### src/hw/ctrlPkg.sv
package ctrlPkg;

    typedef enum logic [4:0] {
        stReset,      // held while rstN is low
        stSpInit,
        stFetchPc,
        stFetchWait,
        stFetchIr,
        stDecode,
        stAluR,       // add
        stAluSub,
        stAluAnd,
        stAluImm,     // addi and addiu
        stSltR,
        stSltImm,
        stRegWbRd,
        stRegWbRt,
        stMemAddr,
        stLoadRead,
        stLoadWait,
        stLoadMdr,
        stLoadWb,
        stStore,
        stBranchEq,
        stBranchNe,
        stJal,
        stJump,
        stMultStart,
        stMultWait,
        stMultDone,
        stExcOvf,
        stExcOpcode,
        stExcWait,
        stExcLoad,
        stExcJump
    } ctrlStateT;

    typedef enum logic [2:0] {
        pcSeq       = 3'd0,
        pcBranch    = 3'd1,  // target held in aluOut
        pcJump      = 3'd2,
        pcExcVector = 3'd3   // handler address from mdr
    } pcSrcT;

    typedef enum logic [2:0] {
        addrPc             = 3'd0,
        addrAluOut         = 3'd1,
        addrOpcodeVector   = 3'd2,
        addrOverflowVector = 3'd3
    } addrSelT;

    typedef enum logic [1:0] {
        dstRt = 2'd0,
        dstRd = 2'd1,
        dstRa = 2'd2,
        dstSp = 2'd3
    } regDstT;

    typedef enum logic [3:0] {
        wbAluOut      = 4'd0,
        wbMdr         = 4'd1,
        wbPcLink      = 4'd6,
        wbSpInitConst = 4'd7
    } wbSrcT;

    typedef enum logic [1:0] {
        srcBRegB       = 2'd0,
        srcBFour       = 2'd1,
        srcBSignImm    = 2'd2,
        srcBShiftedImm = 2'd3
    } aluSrcBT;

    typedef enum logic [2:0] {
        aluPass = 3'd0,
        aluAdd  = 3'd1,
        aluSub  = 3'd2,
        aluAnd  = 3'd3,
        aluSlt  = 3'd7
    } aluOpT;

    typedef enum logic [1:0] {
        brNone = 2'd0,
        brNe   = 2'd1,
        brEq   = 2'd2
    } branchCondT;

    typedef struct packed {
        logic       pcWrite;
        logic       pcWriteCond;
        branchCondT branchCond;
        pcSrcT      pcSrc;
        addrSelT    iOrD;
        logic       memWrite;
        logic       irWrite;
        logic       mdrLoad;
        logic       regWrite;
        regDstT     regDst;
        wbSrcT      memToReg;
        logic       regALoad;
        logic       regBLoad;
        logic       aluSrcA;      // 0 pc, 1 reg A
        aluSrcBT    aluSrcB;
        aluOpT      aluOp;
        logic       aluOutSrc;    // 1 selects the less-than flag
        logic       aluOutWrite;
        logic       epcWrite;
        logic       hiLoWrite;
        logic       multStart;
    } ctrlWordT;

    // every enum above encodes its inactive choice as zero
    localparam ctrlWordT ctrlIdle = '0;

endpackage

### src/hw/isaPkg.sv
package isaPkg;

    typedef logic [5:0] opcodeT;
    typedef logic [5:0] functT;

    // primary opcodes
    localparam opcodeT opRType = 6'h00;  // funct selects the op
    localparam opcodeT opJ     = 6'h02;
    localparam opcodeT opJal   = 6'h03;
    localparam opcodeT opBeq   = 6'h04;
    localparam opcodeT opBne   = 6'h05;
    localparam opcodeT opAddi  = 6'h08;
    localparam opcodeT opAddiu = 6'h09;
    localparam opcodeT opSlti  = 6'h0a;
    localparam opcodeT opLw    = 6'h23;
    localparam opcodeT opSw    = 6'h2b;

    // r-type funct codes
    localparam functT fnMult = 6'h18;
    localparam functT fnAdd  = 6'h20;
    localparam functT fnSub  = 6'h22;
    localparam functT fnAnd  = 6'h24;
    localparam functT fnSlt  = 6'h2a;

    // one class per supported instruction
    typedef enum logic [3:0] {
        clsAdd,
        clsSub,
        clsAnd,
        clsSlt,
        clsMult,
        clsAddi,
        clsAddiu,
        clsSlti,
        clsLw,
        clsSw,
        clsBeq,
        clsBne,
        clsJ,
        clsJal,
        clsInvalid  // takes the opcode exception
    } instrClassT;

endpackage
### src/hw/mipsControlUnit.sv
module mipsControlUnit
    import isaPkg::*, ctrlPkg::*;
#(
    parameter int multWaitCycles = 33
) (
    input  logic     clk,
    input  logic     rstN,
    input  opcodeT   opcode,
    input  functT    funct,
    input  logic     overflow,
    output ctrlWordT ctrl
);

    instrClassT instrClass;
    ctrlStateT  state;

    instrDecoder u_decoder (
        .opcode     (opcode),
        .funct      (funct),
        .instrClass (instrClass)
    );

    controlSequencer #(
        .multWaitCycles (multWaitCycles)
    ) u_sequencer (
        .clk        (clk),
        .rstN       (rstN),
        .instrClass (instrClass),
        .overflow   (overflow),
        .state      (state)
    );

    // moore outputs, straight from state
    controlWordGen u_wordGen (
        .state (state),
        .ctrl  (ctrl)
    );

endmodule

### src/hw/controlWordGen.sv
module controlWordGen
    import ctrlPkg::*;
(
    input  ctrlStateT state,
    output ctrlWordT  ctrl
);

    // memory samples its address in the issue cycle, so iOrD is only set there
    always_comb begin
        ctrl = ctrlIdle;
        case (state)
            stSpInit: begin
                ctrl.regWrite = 1'b1;
                ctrl.regDst   = dstSp;
                ctrl.memToReg = wbSpInitConst;
            end

            stFetchPc: begin  // pc <= pc + 4, read at old pc
                ctrl.pcWrite = 1'b1;
                ctrl.pcSrc   = pcSeq;
                ctrl.iOrD    = addrPc;
                ctrl.aluSrcA = 1'b0;
                ctrl.aluSrcB = srcBFour;
                ctrl.aluOp   = aluAdd;
            end

            stFetchIr: begin
                ctrl.irWrite = 1'b1;
            end

            stDecode: begin
                ctrl.regALoad    = 1'b1;
                ctrl.regBLoad    = 1'b1;
                ctrl.aluSrcA     = 1'b0;
                ctrl.aluSrcB     = srcBShiftedImm;  // branch target ahead of time
                ctrl.aluOp       = aluAdd;
                ctrl.aluOutWrite = 1'b1;
            end

            stAluR, stAluSub, stAluAnd, stSltR: begin
                ctrl.aluSrcA     = 1'b1;
                ctrl.aluSrcB     = srcBRegB;
                ctrl.aluOutWrite = 1'b1;
                case (state)
                    stAluSub: ctrl.aluOp = aluSub;
                    stAluAnd: ctrl.aluOp = aluAnd;
                    stSltR:   ctrl.aluOp = aluSlt;
                    default:  ctrl.aluOp = aluAdd;
                endcase
                ctrl.aluOutSrc = (state == stSltR);
            end

            stAluImm, stSltImm, stMemAddr: begin
                ctrl.aluSrcA     = 1'b1;
                ctrl.aluSrcB     = srcBSignImm;
                ctrl.aluOp       = (state == stSltImm) ? aluSlt : aluAdd;
                ctrl.aluOutSrc   = (state == stSltImm);
                ctrl.aluOutWrite = 1'b1;
            end

            stRegWbRd: begin
                ctrl.regWrite = 1'b1;
                ctrl.regDst   = dstRd;
                ctrl.memToReg = wbAluOut;
            end

            stRegWbRt: begin
                ctrl.regWrite = 1'b1;
                ctrl.regDst   = dstRt;
                ctrl.memToReg = wbAluOut;
            end

            stLoadRead: begin
                ctrl.iOrD = addrAluOut;
            end

            stLoadMdr, stExcLoad: begin
                ctrl.mdrLoad = 1'b1;
            end

            stLoadWb: begin
                ctrl.regWrite = 1'b1;
                ctrl.regDst   = dstRt;
                ctrl.memToReg = wbMdr;
            end

            stStore: begin
                ctrl.iOrD     = addrAluOut;
                ctrl.memWrite = 1'b1;
            end

            stBranchEq, stBranchNe: begin  // compare by subtraction
                ctrl.aluSrcA     = 1'b1;
                ctrl.aluSrcB     = srcBRegB;
                ctrl.aluOp       = aluSub;
                ctrl.pcSrc       = pcBranch;
                ctrl.pcWriteCond = 1'b1;
                ctrl.branchCond  = (state == stBranchEq) ? brEq : brNe;
            end

            stJal: begin
                ctrl.regWrite = 1'b1;
                ctrl.regDst   = dstRa;
                ctrl.memToReg = wbPcLink;
            end

            stJump: begin
                ctrl.pcWrite = 1'b1;
                ctrl.pcSrc   = pcJump;
            end

            stMultStart: ctrl.multStart = 1'b1;
            stMultDone:  ctrl.hiLoWrite = 1'b1;

            stExcOvf, stExcOpcode: begin  // epc <= pc - 4, fetch vector word
                ctrl.epcWrite = 1'b1;
                ctrl.iOrD     = (state == stExcOvf) ? addrOverflowVector : addrOpcodeVector;
                ctrl.aluSrcA  = 1'b0;
                ctrl.aluSrcB  = srcBFour;
                ctrl.aluOp    = aluSub;
            end

            stExcJump: begin
                ctrl.pcWrite = 1'b1;
                ctrl.pcSrc   = pcExcVector;
            end

            default: ctrl = ctrlIdle;  // reset and wait states
        endcase
    end

endmodule

### src/hw/controlSequencer.sv
module controlSequencer
    import isaPkg::*, ctrlPkg::*;
#(
    parameter int multWaitCycles = 33
) (
    input  logic       clk,
    input  logic       rstN,
    input  instrClassT instrClass,
    input  logic       overflow,
    output ctrlStateT  state
);

    localparam int cntW = $clog2(multWaitCycles + 1);

    ctrlStateT       nextState;
    logic [cntW-1:0] waitCnt;
    logic            waitDone;
    logic            immTrap;

    assign waitDone = (waitCnt == '0);
    assign immTrap  = (instrClass == clsAddi) && overflow;  // addiu never traps

    always_ff @(posedge clk) begin
        if (!rstN) begin
            state   <= stReset;
            waitCnt <= '0;
        end else begin
            state <= nextState;
            // loaded on the way into stMultWait, so it stays there multWaitCycles cycles
            if (state == stMultStart) begin
                waitCnt <= cntW'(multWaitCycles - 1);
            end else if ((state == stMultWait) && !waitDone) begin
                waitCnt <= waitCnt - 1'b1;
            end
        end
    end

    always_comb begin
        nextState = stFetchPc;
        case (state)
            stReset:     nextState = stSpInit;
            stSpInit:    nextState = stFetchPc;
            stFetchPc:   nextState = stFetchWait;
            stFetchWait: nextState = stFetchIr;
            stFetchIr:   nextState = stDecode;

            stDecode: begin
                case (instrClass)
                    clsAdd:   nextState = stAluR;
                    clsSub:   nextState = stAluSub;
                    clsAnd:   nextState = stAluAnd;
                    clsSlt:   nextState = stSltR;
                    clsAddi,
                    clsAddiu: nextState = stAluImm;
                    clsSlti:  nextState = stSltImm;
                    clsLw,
                    clsSw:    nextState = stMemAddr;
                    clsBeq:   nextState = stBranchEq;
                    clsBne:   nextState = stBranchNe;
                    clsJ:     nextState = stJump;
                    clsJal:   nextState = stJal;
                    clsMult:  nextState = stMultStart;
                    default:  nextState = stExcOpcode;
                endcase
            end

            stAluR,
            stAluSub:  nextState = overflow ? stExcOvf : stRegWbRd;
            stAluAnd,
            stSltR:    nextState = stRegWbRd;
            stAluImm:  nextState = immTrap ? stExcOvf : stRegWbRt;
            stSltImm:  nextState = stRegWbRt;
            stRegWbRd,
            stRegWbRt: nextState = stFetchPc;

            stMemAddr:  nextState = (instrClass == clsSw) ? stStore : stLoadRead;
            stLoadRead: nextState = stLoadWait;
            stLoadWait: nextState = stLoadMdr;
            stLoadMdr:  nextState = stLoadWb;
            stLoadWb,
            stStore:    nextState = stFetchPc;

            stBranchEq,
            stBranchNe: nextState = stFetchPc;
            stJal:      nextState = stJump;  // link first, then jump
            stJump:     nextState = stFetchPc;

            stMultStart: nextState = stMultWait;
            stMultWait:  nextState = waitDone ? stMultDone : stMultWait;
            stMultDone:  nextState = stFetchPc;

            stExcOvf,
            stExcOpcode: nextState = stExcWait;
            stExcWait:   nextState = stExcLoad;
            stExcLoad:   nextState = stExcJump;
            stExcJump:   nextState = stFetchPc;

            default: nextState = stReset;
        endcase
    end

endmodule

### src/hw/instrDecoder.sv
module instrDecoder
    import isaPkg::*;
(
    input  opcodeT     opcode,
    input  functT      funct,
    output instrClassT instrClass
);

    instrClassT rClass;

    // funct only matters under the r-type opcode
    always_comb begin
        case (funct)
            fnAdd:   rClass = clsAdd;
            fnSub:   rClass = clsSub;
            fnAnd:   rClass = clsAnd;
            fnSlt:   rClass = clsSlt;
            fnMult:  rClass = clsMult;
            default: rClass = clsInvalid;
        endcase
    end

    always_comb begin
        case (opcode)
            opRType: begin
                instrClass = rClass;
            end
            opAddi: begin
                instrClass = clsAddi;
            end
            opAddiu: begin
                instrClass = clsAddiu;  // no overflow trap
            end
            opSlti: begin
                instrClass = clsSlti;
            end
            opLw: begin
                instrClass = clsLw;
            end
            opSw: begin
                instrClass = clsSw;
            end
            opBeq: begin
                instrClass = clsBeq;
            end
            opBne: begin
                instrClass = clsBne;
            end
            opJ: begin
                instrClass = clsJ;
            end
            opJal: begin
                instrClass = clsJal;
            end
            default: begin
                instrClass = clsInvalid;
            end
        endcase
    end

endmodule

### config.mk
export PLATFORM = sky130hd
export DESIGN_NAME = mipsControlUnit
export DESIGN_NICKNAME = d
export VERILOG_FILES = /design/src/hw/ctrlPkg.sv /design/src/hw/isaPkg.sv /design/src/hw/mipsControlUnit.sv /design/src/hw/controlWordGen.sv /design/src/hw/controlSequencer.sv /design/src/hw/instrDecoder.sv
export SDC_FILE = /design/constraint.sdc
export NUM_CORES = 1
export LEC_CHECK = 0
export ABC_AREA = 1
export BUFFER_PORTS_ARGS = -buffer_cell sky130_fd_sc_hd__buf_2
export CAP_MARGIN = 20
export CORE_MARGIN = 1.5
export CORE_UTILIZATION = 50
export CTS_CLUSTER_DIAMETER = 100
export DETAILED_ROUTE_END_ITERATION = 7
export PLACE_DENSITY = 0.84
export SETUP_SLACK_MARGIN = 0.02
export SYNTH_ARGS = -nofsm -noshare
export SYNTH_HDL_FRONTEND = slang
export SYNTH_HIERARCHICAL = 1
export SYNTH_SLANG_ARGS = --single-unit
### constraint.sdc
create_clock -name clk -period 4.1 [get_ports clk]
set_clock_uncertainty 0.05 [all_clocks]
set_input_delay 0.615 -clock clk [delete_from_list [all_inputs] [get_ports clk]]
set_output_delay 0.615 -clock clk [all_outputs]
set_load 0.005 [all_outputs]
# ---- Word-level counts from Yosys, hierarchy flattened
# Memories as Yosys holds them, arrays and structs flattened.
# Cells that the tools add are included.
dict set report word_totals {
  reg_bits 11
  rom_bits 80
  in_bits 15
  out_inout_bits 33
  memories 1
}
dict set report classes {
  addsub 1
  eq_ne 47
  muxes 28
  bitwise_logic 1
  reduce_logical 19
}
# name depth width read_ports rd_ports_with_merged_regs write_ports line_no
set memory_table {}
lappend memory_table {{(name not given)} 16 5 1 0 0 controlSequencer.sv:48} ;# case (instrClass)
# op n
set op_table {}
lappend op_table {{$pmux W5 S20} 1}
lappend op_table {{$eq A5 B5 Y1 const B} 16}
lappend op_table {{$eq A5 B4 Y1 const B} 8}
lappend op_table {{$pmux W4 S10} 1}
lappend op_table {{$eq A6 B6 Y1 const B} 6}
lappend op_table {{$pmux W6 S6} 1}
lappend op_table {{$pmux W7 S5} 1}
lappend op_table {{$eq A5 B3 Y1 const B} 4}
lappend op_table {{$pmux W4 S5} 1}
lappend op_table {{$eq A6 B4 Y1 const B} 3}
lappend op_table {{$mux W5} 3}
lappend op_table {{$reduce_or A2 Y1} 7}
lappend op_table {{$eq A6 B2 Y1 const B} 2}
lappend op_table {{$eq A6 B3 Y1 const B} 2}
lappend op_table {{$logic_not A6 Y1} 2}
lappend op_table {{$mux W6} 2}
lappend op_table {{$eq A5 B2 Y1 const B} 2}
lappend op_table {{$reduce_or A10 Y1} 1}
lappend op_table {{$mux W1} 9}
lappend op_table {{$pmux W3 S3} 1}
lappend op_table {{$reduce_or A8 Y1} 1}
lappend op_table {{$eq A6 B5 Y1 const B} 1}
lappend op_table {{$mux W2} 3}
lappend op_table {{$mux W3} 2}
lappend op_table {{14 further kinds} 16}

# ---- Depth between registers and ports, before layout
# Gate-level depths: netlist (run 1).
dict set report depth {
  depth_word 7
  ltp_mapped 17
  mapped_depth_nobuf 17
}

# ---- Cells and area by module
# The synthesis (run 1) kept the hierarchy.
# module instances cells_per_inst area_each_um2
set by_module_without_submodules {}
lappend by_module_without_submodules {controlSequencer 1 189 1073.5}
lappend by_module_without_submodules {controlWordGen 1 92 464.2}
lappend by_module_without_submodules {instrDecoder 1 72 336.6}

# ---- Least setup slack after synthesis (run 1)
# OpenSTA, ideal clock, no wires.
dict set report synth_path {
  path_kind {input to register}
  startpoint {input opcode[5]}
  endpoint {register u_sequencer.state[1]}
  setup_time_ns 0.109
  arrival_ns 1.977
  t_required_ns 3.941
  slack_ns 1.964
  stages 13
  path_buffers 0
  path_cell_list {nor2_4 > nand3_1 > o21ai_0 > nor2_1 > nand3_1 > inv_1 > ha_1 > nor3_1 > nor3_2 > nor2_1 > nand3_1 > nand2_1 > inv_1}
}
dict set report synth_via {
  elab_chain_cells 6
  elab_cells_between_ends 16
}
# element line_no
set synth_rtl {}
lappend synth_rtl {{start, declared} mipsControlUnit.sv:8} ;# input opcodeT opcode,
lappend synth_rtl {{$eq A6 B2 Y1 (tied with other cells)} instrDecoder.sv:24} ;# case (opcode)
lappend synth_rtl {{$pmux W4 S10 (*)} instrDecoder.sv:24}
lappend synth_rtl {{named net instrClass[2]} mipsControlUnit.sv:14} ;# instrClassT instrClass;
lappend synth_rtl {{branches (longest 3 deep; another with $mem_v2 Z16 W5)} n/a}
lappend synth_rtl {{$pmux W5 S20 (*)} controlSequencer.sv:40} ;# case (state)
lappend synth_rtl {{end signal, assigned} controlSequencer.sv:25} ;# state <= stReset;
lappend synth_rtl {{end signal, assigned} controlSequencer.sv:28} ;# state <= nextState;
lappend synth_rtl {{end, declared} controlSequencer.sv:10} ;# output ctrlStateT state
# Mark *: on every way through the listed nets, which the timed path passes.
# A chain may end at the register's enable or synchronous reset.

==> results.md, run 1 <==
- Run status: finished, final reports clean
- Largest net degree at the start of global routing: 23
- Fin nets: 415
- Dpl hpwl: 3508 um
- Core footprint: 0.003633 sq mm
- Crit start category: register
- Worst-path maximum fanout: 22
- Post-route clock period utilization: 0.6240
- Setup_tns: 0 ns
- Num CTS Buffers: 3
- First-pass GRT wire length: 7679 um
- Cell taking the most area after synthesis: nand2_1
- Synth Register Bits: 11
- Final core utilization: 0.5885
- Clk Latency, worst-skew pair: 0.24 ns
- Die area: 0.004125 sq mm
- Grt total ovfl: 0
- Sequential share of the synthesized area: 0.1175
- IO Pins: 48
- Fraction of registers with async set/reset: 0
- Fillers: around 370
- RSZ-0062 raised after global routing: false
- Top post-synthesis cells by area: nand2_1 (15%), nand3_1 (14%), nor2_1 (13%), dfxtp_1 (12%), inv_1 (9.8%)
- Max Clk Rate: 390.9 MHz
- Routed wire length: 4355 um
- Fin cells: 442
- CTS Hold Bufs: 0
- Synthesized area: 0.001874 sq mm
- Avg WL per Cell: 9.853 um
- Post-CTS sizing: 0
- Total of max-cap violations: 0
- Placement Setup Slack: 1.617 ns
- Maximum VDD drop: 0.2745 mV
- All-Layer GR Usage: 0.2221
- R2r endpoint: u_sequencer/state[0]
- Die Y: 64.23 um
- Initial DRC count: 211
- Starting Density: 0.5158
- # DRC: 0
- Synth top area share: 0.1502
- Leakage power: 1.275 nW
- Layout cells sized above 1: 0.2335
- Avg Inst Size Synth: 5.310 sq um
- Critical R2R Launch: u_sequencer/state[4]
- Finished Cell Area: roughly 0.0021 sq mm
- Die W: between 60 and 70 um
- Max-slew headroom: 0.5122
- Port Buf Inserts: 44
- Diode count: 0
- Placed instance area: between 0.002 and 0.0025 sq mm
- Final RePlAce weighted congestion: 0.8951
- DRT Pass-1 Iters: 5
- Clk root buf: clkbuf_8
- Antenna-violating nets left: 0
- Syn-to-layout area delta: 14.09%
- Clk pin slew, worst setup/hold paths: 0.05 ns
- Max clock buf depth: 2
- Crit path time final: 2.559 ns
- Core Rows: 22
- Most used flip-flop cell after synthesis: dfxtp_1
- Clock Sink Count: 11
- Vias: ~2.3k
- Worst Tran Pin Value: 0.7307 ns
- Synth Warn #: 6
- Post-synth EDFFs: 0
- Post-Place Cells: 438
- CP arrival: roughly 1.9 ns
- Tot Pwr: 755.3 uW
- Worst setup EP type: primary output
- Vias in the first global route: 1851
- Post-CTS Setup Bufs: 0
- H-tree levels: 1
- Hold path endpoint: u_sequencer/waitCnt[0]
- Slew Limit Fails: 0
- Cells after synthesis: 353
- Min-delay src: u_sequencer/waitCnt[0]
- Pwr dens: about 350 mW/mm^2
- CP Class: reg2out
- CTS tree: yes
- Fin Hold WS: 0.4120 ns
- Initial antenna violation count: 0
- Setup violators final: 0
- R2r setup slk: 2.13 ns
- Netlist cell types: 34
- Vias per cell: 5.115
- R2R depth: 8
- Endpoints failing hold: 0
- Worst Path Required: 3.43 ns
- Hold Path Class: reg2reg
- Hold depth: 2
- Final Worst Setup Slack: approximately 1.5 ns
[placed cells by master (no fill, tap or decap), drive strengths merged, types with 5 or more instances in the layout]
master / instances
nand3: 56
nand4: 8
buf: 44
nand2: 83
ha: 5
a21oi: 6
o21ai: 10
nor3: 9
inv: 63
dfxtp: 11
nor2: 79
[Yosys cell counts (2+ instances only)]
library cell,number
nand3_1,53
nand3_2,3
a211oi_1,2
nor2_4,7
nand2_2,8
inv_1,49
inv_2,13
o21ai_0,6
a21oi_1,6
nand4_1,8
buf_4,7
nor3_1,8
o211ai_1,2
nor2_2,9
o21ai_1,2
o21ai_2,2
ha_1,5
dfxtp_1,11
nor2_1,63
nand2_1,75
[logic make-up after synthesis]
group           synth area share
compound gates           0.07344
fa+ha+maj                0.03338
buf+inv                   0.1662
flops                     0.1175
other cells             0.002001
simple gates              0.6075
[final cells by class]
cell class	instances	area, sq um	area share
multi-input cells	271	1350	0.6314
inverters	64	242.7	0.1135
flip-flops and latches	11	220.2	0.1030
repair buffers	44	220.2	0.1030
well taps	48	60.06	0.02809
clock buffers	4	45.04	0.02106
[routing by layer]
metal  wire (um)  global-route usage  share of wire  vias to the layer above
li1            -                   -              -                     1195
met1        2126              0.3141           0.49                      969
met2        1887              0.3594           0.43                       93
met3         301             0.02465          0.069                        4
met4          39             0.05319         0.0090                        0
met5           0                   0              0                        -
[where the power goes]
group,switching [mW],internal [mW]
registers,0.0646,0.123
clock network,0.0401,0.0682
logic,0.288,0.171
total,0.393,0.362
[worst max-delay path, cell delays in order, from the launching register on]
cell,delay [ns]
dfxtp_1,0.79
inv_2,0.29
nand3_1,0.18
nand2_2,0.07
inv_2,0.07
nand2_1,0.05
nand2_1,0.06
nand2_1,0.04
buf_2,0.12
[sequential cells by signal, summed over array words and instances, names as in the netlist]
signal	flops
u_sequencer/state	5
u_sequencer/waitCnt	6
[how the worst max path moves through the flow]
stage | start | to | cells past startpoint
after global routing | u_sequencer/state[4] | ctrl[5] | 8
after floorplan | opcode[5] | u_sequencer/state[1] | 13
after detailed placement | opcode[5] | u_sequencer/state[1] | 14
final | u_sequencer/state[4] | ctrl[5] | 8
after CTS | u_sequencer/state[4] | ctrl[5] | 8
after global placement | opcode[3] | u_sequencer/state[1] | 15
Note: power is estimated with default switching activity, not from simulation.
==> run 2: changes to the inputs <==
==> constraint.sdc (replaced) <==
create_clock -name clk -period 2.5 [get_ports clk]
set_clock_uncertainty 0.05 [all_clocks]
set_input_delay 0.375 -clock clk [delete_from_list [all_inputs] [get_ports clk]]
set_output_delay 0.375 -clock clk [all_outputs]
set_load 0.005 [all_outputs]
==> run 2 against run 1 <==
  * Global-route usage is 0.10 points higher
  * Clock-buffer cell count stayed put
  * Sequential power is 60% higher
  * Setup slack worse by 1.1 ns
  * Largest power group unchanged
  * Total power is 65% higher
  * Final area is 0.35% higher
  * Die area stayed put
  * First-iteration DRC count is 0.95% lower
  * Hold slack worse by 0.094 ns
  * Cell count is 0.23% higher
  * Core utilization is 0.21 points higher
==> results.md, run 2 (same netlist as run 1, synthesis figures left out) <==
- Run status: finished, final reports clean
- Setup_tns: 0 ns (unchanged)
- CP Class: reg2out
- Endpoints failing hold: 0 (unchanged)
- Post-CTS sizing: 0 (unchanged)
- Clk pin slew, worst setup/hold paths: 0.05 ns (about the same)
- Dpl hpwl: 3549 um (+1.2%)
- Post-CTS Setup Bufs: 0 (unchanged)
- Die Y: 64.23 um (unchanged)
- Crit path time final: 2.099 ns
- Crit path from: u_sequencer/state[1]
- RSZ-0062 raised after global routing: false
- Diode count: 0 (unchanged)
- Clk Latency, worst-skew pair: 0.24 ns (about the same)
- Post-route clock period utilization: 0.8394
- Worst-path maximum fanout: 12 (-45%)
- Min-delay src: rstN
- Syn-to-layout area delta: 14.49%
- Met1 wire length: 2142 um (+0.75%)
- Num CTS Buffers: 3 (unchanged)
- CTS tree: yes
- First-pass GRT wire length: 7700 um (+0.27%)
- Avg WL per Cell: 9.887 um (+0.35%)
- Worst Tran Pin Value: 0.5613 ns (-0.1694 ns)
- Largest net degree at the start of global routing: 16 (-30%)
- Worst Path Required: 2.08 ns (-1.35 ns)
- H-tree levels: 1 (unchanged)
- Total of max-cap violations: 0 (unchanged)
- Die area: 0.004125 sq mm (unchanged)
- Vias: 2243 (-0.80%)
- Setup violators final: 0 (unchanged)
- Core Rows: 22 (unchanged)
- Commonest non-fill, non-tap cell in the layout: nand2_1
- Layout cells sized above 1: 0.2354 (+0.001940)
- Max FFs per register: 6 (unchanged)
- Initial DRC count: 209 (-0.95%)
- Critical R2R Launch: u_sequencer/state[1]
- Vias in the first global route: 1832 (-1.0%)
- Initial antenna violation count: 0 (unchanged)
- Maximum VDD drop: 0.3407 mV (+24%)
- IO Pins: 48 (unchanged)
- WL met3: 293 um (-2.7%)
- Max Clk Rate: 476.5 MHz
- Largest registers: u_sequencer/waitCnt x6, u_sequencer/state x5
- Slew Limit Fails: 0 (unchanged)
- Antenna-violating nets left: 0 (unchanged)
- Metal2 WL: 1940 um (+2.8%)
- All-Layer GR Usage: 0.2231 (+0.001021)
- Grt total ovfl: 0 (unchanged)
- CP arrival: 1.67 ns (-0.22 ns)
- Max layer used: met4
- Starting Density: 0.5158 (unchanged)
- Largest Register: u_sequencer/waitCnt
- Leakage power: 1.281 nW (+0.43%)
- Fin nets: 416 (+0.24%)
- Routed wire length: 4380 um (+0.57%)
- DRT Pass-1 Iters: 5 (unchanged)
- Worst setup EP type: primary output
- Core footprint: 0.003633 sq mm (unchanged)
- Fin Hold WS: 0.3184 ns (-0.09356 ns)
- Die W: 64.23 um (unchanged)
- Crit start category: register
- Port Buf Inserts: 44 (unchanged)
- Final RePlAce weighted congestion: 0.8783 (-1.9%)
- Hold Path Class: in2reg
- Final core utilization: 0.5906 (+0.002066)
- Clk root buf: clkbuf_8
- Pwr dens: 580.5 mW/mm^2 (+64%)
- Max-slew headroom: 0.6253 (+0.1131)
- CTS Hold Bufs: 0 (unchanged)
- Clock Sink Count: 11 (unchanged)
- Vias per cell: 5.063 (-1.0%)
- Max clock buf depth: 2 (unchanged)
- # DRC: 0 (unchanged)
- Commonest cells after routing, fill and taps aside: nand2_1 (75), nor2_1 (63), nand3_1 (53)
==> run 2: cell count changes in the layout (fill, tap and decap cells not counted), sizes merged <==
cell and change:
buf +1
==> run 2: per-stage QoR <==
step	power (mW)	worst slack [ns]	instance area (sq um)	std cells
floorplan	0.8632	0.6044	1882	355
global placement	1.052	0.2799	2101	439
detailed placement	1.061	0.2829	2101	439
CTS	1.246	0.3943	2146	443
global route	1.370	0.2222	2146	443
finish	1.246	0.4015	2146	443
==> run 2: worst paths after layout <==
path	cells past startpoint	slack [ns]	endpoint
setup / recovery	9	0.40	ctrl[5]
hold / removal	3	0.32	u_sequencer/state[1]
setup reg to reg	8	0.74	u_sequencer/state[0]
hold reg to reg	2	0.42	u_sequencer/waitCnt[0]
==> run 2: power by group <==
group / switching (mW) / internal, mW / leakage, nW
sequential: 0.0992 / 0.202 / 0.0892
combinational: 0.481 / 0.284 / 1.17
clock: 0.0673 / 0.112 / 0.0228
==> run 2: metal layers <==
metal  vias to the layer above  global-route usage
li1                       1194                   -
met1                       980              0.3159
met2                        67              0.3516
met3                         2             0.04754
met4                         0             0.03723
met5                         -                   0
==> run 2: layout make-up <==
| cell class | count | area (sq um) |
|---|---|---|
| fillers | 363 | 1488 |
| multi-input cells | 271 | 1350 |
| inverters | 64 | 242.7 |
| repair buffers | 45 | 227.7 |
| flip-flops and latches | 11 | 220.2 |
| well taps | 48 | 60.06 |
| clock buffers | 4 | 45.04 |
==> run 2: critical path, cell delays in order, from the launching register on <==
cell,delay [ns]
dfxtp_1,0.67
inv_2,0.12
nor2_4,0.14
nand2_1,0.09
nand2_1,0.08
nand2_2,0.06
nand2_1,0.07
nand2_1,0.05
nand2_1,0.05
buf_2,0.10
